===== src/hdl/dbus_settings.svh =====
`ifndef DBUS_SETTINGS_SVH
`define DBUS_SETTINGS_SVH

// address region field, top five bits of the word address
`define DBUS_REGION_LSB 27
`define DBUS_REGION_RAM 5'd2
`define DBUS_REGION_PORTS 5'd31

// 256 words of RAM
`define DBUS_RAM_BITS 8

// byte lanes per bus word
`define DBUS_LANES 4

// free-running timer, wraps every 1024 cycles
`define DBUS_TIMER_BITS 10

`endif


===== src/hdl/dbus_pkg.sv =====
package dbus_pkg;

    `include "dbus_settings.svh"

    // one bus word
    typedef logic [31:0] word_t;

    // one byte lane
    typedef logic [7:0] byte_t;

    // region field of the address
    typedef logic [4:0] region_t;

    // word index into each RAM lane
    typedef logic [`DBUS_RAM_BITS-1:0] ram_index_t;

    // decoder phase
    typedef enum logic {
        PHASE_IDLE,
        PHASE_RESPOND
    } bus_phase_t;

endpackage


===== src/hdl/port_block.sv =====
`timescale 1ns/10ps

`include "dbus_settings.svh"

module port_block import dbus_pkg::*; (
    input logic cpu_clk,
    input logic reset,
    input logic port_strobe,
    input logic port_write,
    input logic [`DBUS_LANES-1:0] port_sel,
    input word_t port_data,
    input logic con_button,
    input logic psh_button,
    input logic tra,
    input logic trb,
    input logic bak_button,
    input logic scl_line,
    input logic sda_line,
    output logic led,
    output logic scl_drive,
    output logic sda_drive,
    output logic timer_irq,
    output word_t port_word
);

    logic [`DBUS_TIMER_BITS-1:0] timer_count;
    logic irq_clear;

    assign irq_clear = port_strobe && port_write && port_sel[1] && port_data[8];

    // lines idle high, led off
    always_ff @(posedge cpu_clk) begin
        if (!reset) begin
            led <= 1'b1;
            scl_drive <= 1'b1;
            sda_drive <= 1'b1;
        end else if (port_strobe && port_write && port_sel[0]) begin
            {led, scl_drive, sda_drive} <= port_data[2:0];
        end
    end

    always_ff @(posedge cpu_clk) begin
        if (!reset) begin
            timer_count <= '0;
            timer_irq <= 1'b0;
        end else begin
            timer_count <= timer_count + 1'b1;
            // wrap sets the flag, set wins over clear
            if (timer_count == {`DBUS_TIMER_BITS{1'b1}}) begin
                timer_irq <= 1'b1;
            end else if (irq_clear) begin
                timer_irq <= 1'b0;
            end
        end
    end

    // sampled inputs, bit 7 left clear
    always_ff @(posedge cpu_clk) begin
        if (port_strobe) begin
            port_word <= {23'b0, timer_irq, 1'b0, con_button, psh_button, tra, trb,
                          bak_button, scl_line, sda_line};
        end
    end

endmodule


===== config.mk =====
export PLATFORM = sky130hd
export DESIGN_NAME = port_block
export DESIGN_NICKNAME = d
export VERILOG_FILES = /design/src/hdl/dbus_pkg.sv /design/src/hdl/port_block.sv
export VERILOG_INCLUDE_DIRS = /design/src /design/src/hdl
export SDC_FILE = /design/constraint.sdc
export NUM_CORES = 1
export LEC_CHECK = 0
export ABC_AREA = 1
export CORE_UTILIZATION = 50
export CTS_BUF_LIST = sky130_fd_sc_hd__clkbuf_16
export DETAILED_ROUTE_END_ITERATION = 10
export DONT_BUFFER_PORTS = 1
export PLACE_DENSITY = 0.7
export SYNTH_ARGS = -nofsm -noshare
export SYNTH_HDL_FRONTEND = slang
export SYNTH_SLANG_ARGS = --single-unit

===== constraint.sdc =====
create_clock -name cpu_clk -period 1 [get_ports cpu_clk]
set_input_delay 0.05 -clock cpu_clk [delete_from_list [all_inputs] [get_ports cpu_clk]]
set_output_delay 0.05 -clock cpu_clk [all_outputs]
set_load 0.02 [all_outputs]

* Word level (Yosys, flattened, before mapping)
Cells that the tools add are included.
** Storage, ports and cells
- Flip-flop bits (word level) :: 22
- Input bits :: 47
- Output and inout port bits :: 36
- Word-level logic and storage cells :: 15
** Cells by class
- $add $sub $neg :: 1
- Eq/ne operators :: 1
- Multiplexer cells :: 2
- Reduce and logical (&&, ||, !) cells :: 5
** Operators by type and width (count)
- adder 10 x 1 -> 10 bit (second input constant) :: 1
- == test 10 bit (second input constant) :: 1
- logical AND 1 bit :: 4
- 2-to-1 mux 1 bit :: 2
- nonzero test 2 bit :: 1

* Longest topological paths before layout
- Depth in word-level cells :: 5
- Mapped depth :: 7
- Mapped depth without buffers :: 7

* Worst setup path after synthesis
No wires, ideal clock.
- Path kind :: flip-flop to flip-flop
- From :: register timer_count[0]
- To :: register timer_count[8]
- Arrival time :: 0.900 ns
- Setup slack :: -0.015 ns
- Stages on the path, launching flop included :: 7
- Clock period less this slack :: 1.015 ns
- Cell sequence :: dfxtp_1 > ha_1 > nand2_1 > nor2_4 > nand3_1 > nand2_1 > nor2_1
** Between the ends
- Word-level cells in the longest chain between the ends :: 1
** Ends and longest elaborated chain
- start: declaration :: RTL line port_block.sv:26 : logic [`DBUS_TIMER_BITS-1:0] timer_count;
- start signal: assignment :: RTL line port_block.sv:47 : timer_count <= timer_count + 1'b1;
- adder 10 x 1 -> 10 bit :: RTL line port_block.sv:47
Every way passes these cells.
A chain may end at the register's enable or synchronous reset.

* Worst setup path after layout
- From :: register timer_count[0]
- To :: register timer_irq
** Between the ends
- Word-level cells in the longest chain between the ends :: 2
- Elaborated cells on any way between the ends :: 3
- Those cells by class :: 1 x eq/ne; 1 x mux; 1 x reduce/logical
** Ends and longest elaborated chain
- == test 10 bit * :: RTL line port_block.sv:49 : if (timer_count == {`DBUS_TIMER_BITS{1'b1}}) begin
- 2-to-1 mux 1 bit / nonzero test 2 bit (equally long branches)
- end signal: assignment :: RTL line port_block.sv:45 : timer_irq <= 1'b0;
- end signal: assignment :: RTL line port_block.sv:50 : timer_irq <= 1'b1;
- end signal: assignment :: RTL line port_block.sv:52 : timer_irq <= 1'b0;
- end: declaration :: RTL line port_block.sv:22 : output logic timer_irq,
Mark *: on every way between the ends. The rest lies on a longest branch, timed or not.

==> flow_summary.yaml <==
synth:
  ys_warn_count: 0
  syn-cell-area_sq_mm: 0.00104
  synth.distinct_cells: 14
  yosysTopAreaCell: "dfxtp_1"
  ys_ff_latch: 22
  syn_inst: 117
  yosys-top-cells-area: "dfxtp_1 27%, edfxtp_1 23%, buf_4 18%"
  avgSynthCellArea_sq_um: 8.88
  seq_area_frac_synth: 0.501
  synth_top_area_frac: 0.270
setup_path:
  critPathTopFamily: "flip-flops"
  worst-setup-path-type: "flop to flop"
  r2r_cells: 7
  end_kind: "flop"
  cp_max_fo: 4
  reg2reg_slack_ps: -40
  cp-start-kind: "flop"
  crit_arrival_ps: 1240
  rr_startpoint: "timer_count[0]"
  crit_start: "timer_count[0]"
  crit_slowest_cell: "dfxtp_4"
  worstPathRequired_ps: 1210
  worstPathCellList: "ha_4 -> nand2_4 -> nor2_4 -> nand3_2 -> o21ai_2 -> nand2_1 -> inv_1"
  path_buf_inv: 1
  worst_r2r_endpoint: "timer_irq"
  slowest_delay_ps: 370
clock_network:
  path_clk_slew_ps: 60
  cts_max_path_buffers: 2
  root_buffer: "clkbuf_16"
  cts_buffers: 3
  cts_tree: "done"
  postCtsHoldBufs: 9
  clock-sinks: 22
  clock_latency_ps: 260
  htreeDepth: 1
status:
  status: "complete, but fails checks"
  failed_checks: "negative hold slack, negative setup slack"
placed_design:
  place.gp.congestion: 0.697
  place_ws_ps: -109
  place_area_sq_mm: 0.00102
  portBuffers: 0
  hpwl_um: 1160
timing:
  period_share: 1.04
  maxSlewViolCount: 0
  skew_ps: 4.08
  finalSetupViolCount: 5
  finalCriticalPeriod_ps: 1040
  rsz0062_at_grt: "yes"
  hold_viol: 13
  holdWs_ps: -122
  fmax_mhz: 965
  fin_ws_ps: -36.3
routing:
  drc: 0
  wirelength_um: 2130
  num_vias: 755
  dr_wl_met3_um: 96
  antenna_left: 0
  dr_wl_met2_um: 1230
  drtIter0Drc: 12
  avgViaCountPerCell: 4.66
  routedWlPerCell_um: 13.1
  highest_layer: "met4"
  drt_first_pass_iters: 4
  wl_met1_um: 739
hold_path:
  min_from: "reset"
  hold_end: "led"
  hold_depth: 1
  hold_class: "primary input to flop"
floorplan:
  die_h_um: 47.6
  die_x_um: 47.6
  die_area_sq_mm: 0.00226
  core_sq_mm: 0.00196
  rows: 16
  start_util: 0.529
  ios: 83
global_route:
  grt_pass1_wl_um: 2930
  grt_max_degree: 15
  antenna_found_initial: 0
  grtUsageTotal: 0.195
  grt_pass1_vias: 651
  overflow: 0
cells_and_area:
  layout.nets: 184
  diodes: 0
  area_growth_pct: 22.4
  multi_input_area_sq_um: 444
  finish.utilization: 0.648
  final-seq-area_sq_um: 531
  layout-drive-gt1-share: 0.222
  fin_area_sq_mm: 0.00127
  fillerInstances: 164
power_and_ir_drop:
  power_density_mw_per_mm2: 1630
  p_leak_uw: 0.000548
  peakVddDrop_mv: 0.871
  power_uw: 2070
flow_run:
  max_cap_viol_count: 0
## routing by layer
metal  vias to the layer above  track usage
li1                        357            -
met1                       353        0.192
met2                        38        0.359
met3                         7       0.0528
met4                         0        0.122
met5                         -            0
## how the worst max path moves through the flow
stage / slack (ps) / end / cells past startpoint
4_1_cts: -30 / timer_count[7] / 6
2_1_floorplan: 2 / timer_count[8] / 6
3_3_place_gp: -40 / timer_count[6] / 6
6_report: -40 / timer_irq / 7
5_1_grt: -100 / timer_count[7] / 6
3_5_place_dp: -110 / timer_count[6] / 6
## layout by cell type, fill, tap and decap left out, types with 5 or more instances in the layout
cell type	count
nand3_1	5
inv_1	9
dfxtp_1	10
conb_1	24
edfxtp_1	8
nand2_1	22
buf_4	5
a21oi_1	5
dlygate4sd3_1	9
nor2_1	11
## power breakdown
part / internal (uW) / total, uW / switching [uW] / leakage [uW]
clock: 533 / 840 / 307 / 0.0000385
combinational: 69.6 / 203 / 134 / 0.000315
sequential: 974 / 1030 / 56.9 / 0.000195
## area by class of cell
type,count,area share
timing repair buffer,16,0.118
clock inverter,1,0.00295
inverter,9,0.0266
multi-input combinational,84,0.349
clock buffer,3,0.0591
sequential,22,0.417
tap,27,0.0266
## through the flow
| step | setup TNS [ps] | std cells |
|---|---|---|
| 2_1_floorplan | 0 | 140 |
| 3_3_place_gp | -91.4 | 148 |
| 3_5_place_dp | -257 | 148 |
| 4_1_cts | -95.2 | 162 |
| 5_1_grt | -430 | 162 |
| 6_report | -107 | 162 |
## cell families after synthesis
group / count (synthesis) / share of synthesized area
AOI/OAI and AO/OA: 8 / 0.0422
adders and majority gates: 1 / 0.0120
buffers and inverters: 34 / 0.213
DFF: 22 / 0.501
other: 1 / 0.00361
and+or+nand+nor: 51 / 0.228
## state kept, by name, indices dropped and copies added (netlist names)
name,flops
scl_drive,1
sda_drive,1
led,1
timer_irq,1
port_word,8
timer_count,10
## what timing repair did
item / CTS / global route
hold endpoints to repair: 29 / 13
endpoints found under the setup margin: 6 / 8
pin swaps: 9 / 3
buffers inserted: 1 / 0
resized for setup: 12 / 9
cloned: 0 / 0
## synthesized netlist by cell type
master	instances
buf_4	25
nand2_1	25
dfxtp_1	14
nor2_1	13
inv_1	9
edfxtp_1	8
nand3_1	8
a21oi_1	5
nor2_4	3
nand3_2	2
o21ai_0	2
conb_1	1
ha_1	1
o21ai_2	1
Note: power is estimated with default switching activity, not from simulation.
