--- config.mk ---
export PLATFORM = sky130hd
export DESIGN_NAME = ram_lane_flat
export DESIGN_NICKNAME = d
export VERILOG_FILES = /design/src/hdl/dbus_pkg.sv /design/src/hdl/lane_if.sv /design/src/hdl/ram_lane.sv /design/src/flat_wrapper.sv
export VERILOG_INCLUDE_DIRS = /design/src /design/src/hdl
export SDC_FILE = /design/constraint.sdc
export NUM_CORES = 2
export LEC_CHECK = 0
export ABC_AREA = 0
export BUFFER_PORTS_ARGS = -buffer_cell sky130_fd_sc_hd__clkbuf_2
export CORE_ASPECT_RATIO = 1.75
export CORE_UTILIZATION = 35
export DETAILED_ROUTE_END_ITERATION = 8
export PLACE_DENSITY = 0.56
export SYNTH_ARGS = -nofsm -noshare
export SYNTH_HDL_FRONTEND = slang
export SYNTH_SLANG_ARGS = --single-unit
--- constraint.sdc ---
create_clock -name cpu_clk -period 3 [get_ports cpu_clk]
set_input_delay 0.6 -clock cpu_clk [delete_from_list [all_inputs] [get_ports cpu_clk]]
set_output_delay 0.6 -clock cpu_clk [all_outputs]
set_load 0.01 [all_outputs]
--- src/hdl/dbus_settings.svh ---
`ifndef DBUS_SETTINGS_SVH
`define DBUS_SETTINGS_SVH

// address region field, top five bits of the word address
`define DBUS_REGION_LSB 27
`define DBUS_REGION_RAM 5'd2
`define DBUS_REGION_PORTS 5'd31

// 256 words of RAM
`define DBUS_RAM_BITS 8

// byte lanes per bus word
`define DBUS_LANES 4

// free-running timer, wraps every 1024 cycles
`define DBUS_TIMER_BITS 10

`endif

--- src/hdl/dbus_pkg.sv ---
package dbus_pkg;

    `include "dbus_settings.svh"

    // one bus word
    typedef logic [31:0] word_t;

    // one byte lane
    typedef logic [7:0] byte_t;

    // region field of the address
    typedef logic [4:0] region_t;

    // word index into each RAM lane
    typedef logic [`DBUS_RAM_BITS-1:0] ram_index_t;

    // decoder phase
    typedef enum logic {
        PHASE_IDLE,
        PHASE_RESPOND
    } bus_phase_t;

endpackage

--- src/hdl/lane_if.sv ---
`timescale 1ns/10ps

`include "dbus_settings.svh"

interface lane_if import dbus_pkg::*; ();

    logic strobe;
    logic write_enable;
    ram_index_t index;
    byte_t write_byte;
    byte_t read_byte;

    modport decoder (
        output strobe,
        output write_enable,
        output index,
        output write_byte
    );

    modport lane (
        input strobe,
        input write_enable,
        input index,
        input write_byte,
        output read_byte
    );

    // merger only needs the returned byte
    modport merge (
        input read_byte
    );

endinterface

--- src/hdl/ram_lane.sv ---
`timescale 1ns/10ps

`include "dbus_settings.svh"

module ram_lane import dbus_pkg::*; (
    input logic cpu_clk,
    lane_if.lane lane
);

    localparam int DEPTH = 1 << `DBUS_RAM_BITS;

    byte_t mem [0:DEPTH-1];

    // read returns the old byte when a write hits the same index
    always_ff @(posedge cpu_clk) begin
        if (lane.strobe) begin
            if (lane.write_enable) begin
                mem[lane.index] <= lane.write_byte;
            end
            lane.read_byte <= mem[lane.index];
        end
    end

endmodule

--- src/flat_wrapper.sv ---
// flat-port wrapper written by rule: the top's interface ports become plain ports
module ram_lane_flat import dbus_pkg::*;
  (cpu_clk, lane_strobe, lane_write_enable, lane_index, lane_write_byte, lane_read_byte);
  lane_if lane_i ();
  input logic cpu_clk;
  input wire logic [$bits(lane_i.strobe)-1:0] lane_strobe;
  input wire logic [$bits(lane_i.write_enable)-1:0] lane_write_enable;
  input wire logic [$bits(lane_i.index)-1:0] lane_index;
  input wire logic [$bits(lane_i.write_byte)-1:0] lane_write_byte;
  output wire logic [$bits(lane_i.read_byte)-1:0] lane_read_byte;
  assign lane_i.strobe = lane_strobe;
  assign lane_i.write_enable = lane_write_enable;
  assign lane_i.index = lane_index;
  assign lane_i.write_byte = lane_write_byte;
  assign lane_read_byte = lane_i.read_byte;
  ram_lane u_core (.cpu_clk(cpu_clk), .lane(lane_i));
endmodule
======== After elaboration in Yosys (flattened, before gate mapping) ========
Memory sizes are Yosys's and may differ from the RTL's. A register that Yosys moved wholly into a read port is not among the register bits.
Index checks and enable logic that the tools add are counted.
storage, ports and cells
  memories kept ........................... 1
  input port bits ......................... 19
  word-level logic and storage cells ...... 4
  bits in writable memories ............... 2048
  register bits after elaboration ......... 0
memories
  memory      words  bits a word  rd ports  clocked after Yosys merged registers in  write ports  RTL line        RTL
  u_core.mem  256    8            1         1                                        1            ram_lane.sv:12  byte_t mem [0:DEPTH-1];
operators by class
  muxes and demuxes ....................... 3
operators with widths
  cell    number
  $mux 1  3

======== Longest topological paths before layout ========
  depth after elaboration ................. 3
  depth in mapped cells ................... 8

======== Worst setup path after synthesis ========
OpenSTA, ideal clock, no wires.
  path type ............................... input port to flip-flop
  start point ............................. in lane_index[0]
  end point ............................... mem u_core.mem[105][0] (netlist name) (enable)
  library setup time ...................... 370 ps
  data arrival time ....................... 2387 ps
  cell stages on the path ................. 8
  slack ................................... 243 ps
  data required time ...................... 2630 ps
  cells stage by stage .................... buf_2 -> buf_2 -> buf_2 -> nand3_1 -> nor2_1 -> nand2_1 -> clkbuf_1 -> nor2_1
RTL lines
  what         RTL line           RTL
  from (decl)  flat_wrapper.sv:8  input wire logic [$bits(lane_i.index)-1:0] lane_index;
  to (decl)    ram_lane.sv:12
Straight into the memory's write port.

==> flow_summary_export.csv <==
group,metric,value,unit
outcome,status,"finished, final reports clean",
grt,grt_usage,0.1850,
die,die_w,359.6,um
setup_path,cpPeakStageDelay,0.62,ns
timing,max_freq,355.9,MHz
die,die_area,225800,um2
job,cap_viol_max_count,0,
finish,nets,4188,
drt,wl,209.6,mm
finish,drive_gt1_frac,0.3423,
finish,area_delta_synth_final,18.99,%
synth,synthesis.area,78320,um2
timing,hold_viol,0,
synth,yosys.area.top_type,"edfxtp_1",
synth,synth.top_cells.by_count,"edfxtp_1, mux4_2, nor2_1, a22oi_1, clkbuf_1",
power_and_ir_drop,powerDensity,620.3,nW/um2
finish,ff_latch_area,61740,um2
timing,whs,0.1754,ns
clock_tree,cts.sinks,2056,
setup_path,critPathLaunch,"lane_index[0]",
drt,wl_met3,8.351,mm
synth,yosysSeqAreaShare,0.7883,
synth,yosysMostFrequentCell,"edfxtp_1",
clock_tree,cts_tree,"yes",
timing,slew_violations,0,
hold_path,min_from,"lane_write_byte[7]",
clock_tree,cts_buffer_depth,4,
grt,grt_pass1_vias,40900,
synth,synth_cells,3526,
clock_tree,cts_setup_buffers,0,
grt,gr-total-overflow,0,
power_and_ir_drop,vdd_ir_drop_max,0.4882,mV
setup_path,crit_arrival,3.36,ns
synth,synth.avg_cell_area,22.21,um2
power_and_ir_drop,leakage,29.35,nW
hold_path,hold_depth,1,
die,start_util,0.3523,
timing,worst_pin_slew,0.8089,ns
synth,synth_cell_types,20,
setup_path,path_cells,"buf_8, buf_12, buf_4, mux4_2, a22oi_1, a21oi_1, o41ai_1, buf_4, nand4_1",
drt,wl_met1,75.99,mm
synth,synth_edf_count,2056,
setup_path,cpMaxStageDelayCell,"o41ai_1",
timing,fin_worst_skew,0.03385,ns
timing,timing.final.crit_share,0.9366,
hold_path,holdCritPathClass,"primary input to register",
timing,setup_viol,0,
setup_path,r2r_cells,6,
drt,detail-route-antenna-nets,0,
synth,yosys.area.top_type_share,0.7883,
drt,post_drt_wl_per_cell,29.14,um
drt,drt_iter0_markers,3291,
setup_path,critical_path.most_common_cell,"buf_4",
clock_tree,cts_resized,0,
clock_tree,cts-root-buf,"clkbuf_16",
die,fp.coreArea,222300,um2
die,rows,229,
drt,top_layer,"met5",
timing,min_period,2.810,ns
die,io_pins,27,
clock_tree,cts_buffers,179,
clock_tree,cts.reportedPaths.clkPinSlew,0.06,ns
synth,async_flop_share,0,
setup_path,path_max_fanout,21,
synth,ys_ff_latch,2056,
setup_path,r2r-start,"u_core.mem[142][1]",
drt,drc,0,
timing,relSlewSlack,0.4594,
timing,rsz0062_at_grt,"false",
finish,fillers,19240,
timing,tns,0,ns
finish,multi_input_area,15750,um2
placed_design,io_buffers,26,
setup_path,required,3.55,ns
synth,synthesis.nets,3545,
grt,antenna_found_initial,10,
synth,yosys_warnings,0,
setup_path,start_kind,"primary input",
grt,grt_pass1_wl,300.3,mm
timing,final.setup.worst_slack,0.1903,ns
drt,first_pass_iters,6,
synth,synth_top_flop_cell,"edfxtp_1",
drt,vias_per_cell,5.347,
drt,wl_met2,114.6,mm
setup_path,end_kind,"register",
grt,grt_max_degree,96,
clock_tree,cts_htree_levels,4,
die,die_height,627.8,um
drt,num_vias,38470,
clock_tree,clk_latency,0.82,ns
placed_design,gp_congestion,0.8404,
clock_tree,postCtsHoldBufs,0,
placed_design,preCtsSetupSlack,-0.8538,ns
synth,synthTopCellsByArea,"edfxtp_1, mux4_2, a22oi_1",
placed_design,dp_hpwl,139.3,mm
setup_path,crit_type,"primary input to register",
## cell type report
| class | instances | share of cell area |
|---|---|---|
| flip-flops and latches | 2056 | 0.6625 |
| multi-input cells | 1245 | 0.1689 |
| repair buffers | 686 | 0.06839 |
| clock buffers | 213 | 0.05057 |
| well taps | 2887 | 0.03876 |
| clock inverters | 102 | 0.01073 |
| diodes | 4 | 0.0001074 |
| inverters | 1 | 0.00004028 |
## metrics by stage
stage,cell area (um2),std cells,util,total power (W)
2_1_floorplan,78320,3526,-,0.03363
3_3_place_gp,87450,6874,0.3933,0.03538
3_5_place_dp,87470,6875,0.3934,0.03542
4_1_cts,93180,7190,0.4191,0.05836
5_1_grt,93190,7191,0.4191,0.05933
6_report,93200,7194,0.4192,0.05781
## logic make-up (layout without fill, tap and decap cells)
logic type             Yosys count  count (layout)  synth area share
multiplexers                   512             512            0.1472
AO/OA/AOI/OAI                  416             416           0.03630
AND/OR/NAND/NOR                317             317           0.01591
buffers and inverters          225            1002           0.01230
other                            0               4                 0
flip-flops                    2056            2056            0.7883
## where the power goes
part | switching (W) | leakage (nW) | internal, W
clock network | 0.0102 | 2.78 | 0.0129
logic | 0.00184 | 8.09 | 0.00123
registers | 0.0000371 | 18.5 | 0.0316
total | 0.0121 | 29.3 | 0.0457
## metal layers
| metal | track usage | vias to the layer above |
|---|---|---|
| li1 | - | 16220 |
| met1 | 0.2087 | 20810 |
| met5 | 0 | - |
| met4 | 0.08797 | 6 |
| met3 | 0.01986 | 365 |
| met2 | 0.3472 | 1065 |
## layout by cell type (no fill, tap or decap), types with 2 or more instances in the layout
cell and instances:
a21oi_1 128, a22oi_1 256, buf_12 95, buf_4 565, buf_8 10, bufinv_16 19
clkbuf_1 29, clkbuf_16 184, clkbuf_2 16, clkinv_1 42, clkinv_2 25, clkinv_4 6
clkinv_8 2, clkinvlp_4 7, diode_2 4, edfxtp_1 2056, mux4_2 512, nand2_1 13
nand2_2 17, nand2b_2 2, nand3_1 5, nand4_1 8, nor2_1 260, nor2b_1 4
nor2b_4 2, nor3_1 2, o41ai_1 25, o41ai_2 7
## registers in the layout (all words and copies together) (netlist names)
| name | count |
|---|---|
| u_core.lane.read_byte | 8 |
| u_core.mem | 2048 |
## critical path: cells and delay by family
| kind | cells | cell delay (ns) |
|---|---|---|
| buffers and inverters | 4 | 0.97 |
| muxes | 1 | 0.50 |
| AOI/OAI and AO/OA | 3 | 1.13 |
| and+or+nand+nor | 1 | 0.10 |
## worst paths after layout
kind	endpoint	slack, ns
setup / recovery	u_core.lane.read_byte[1]	0.19
hold / removal	u_core.mem[44][7]	0.18
setup reg to reg	u_core.lane.read_byte[1]	0.31
hold reg to reg	u_core.lane.read_byte[0]	1.14
No activity file was read; power rests on OpenSTA's default activity.
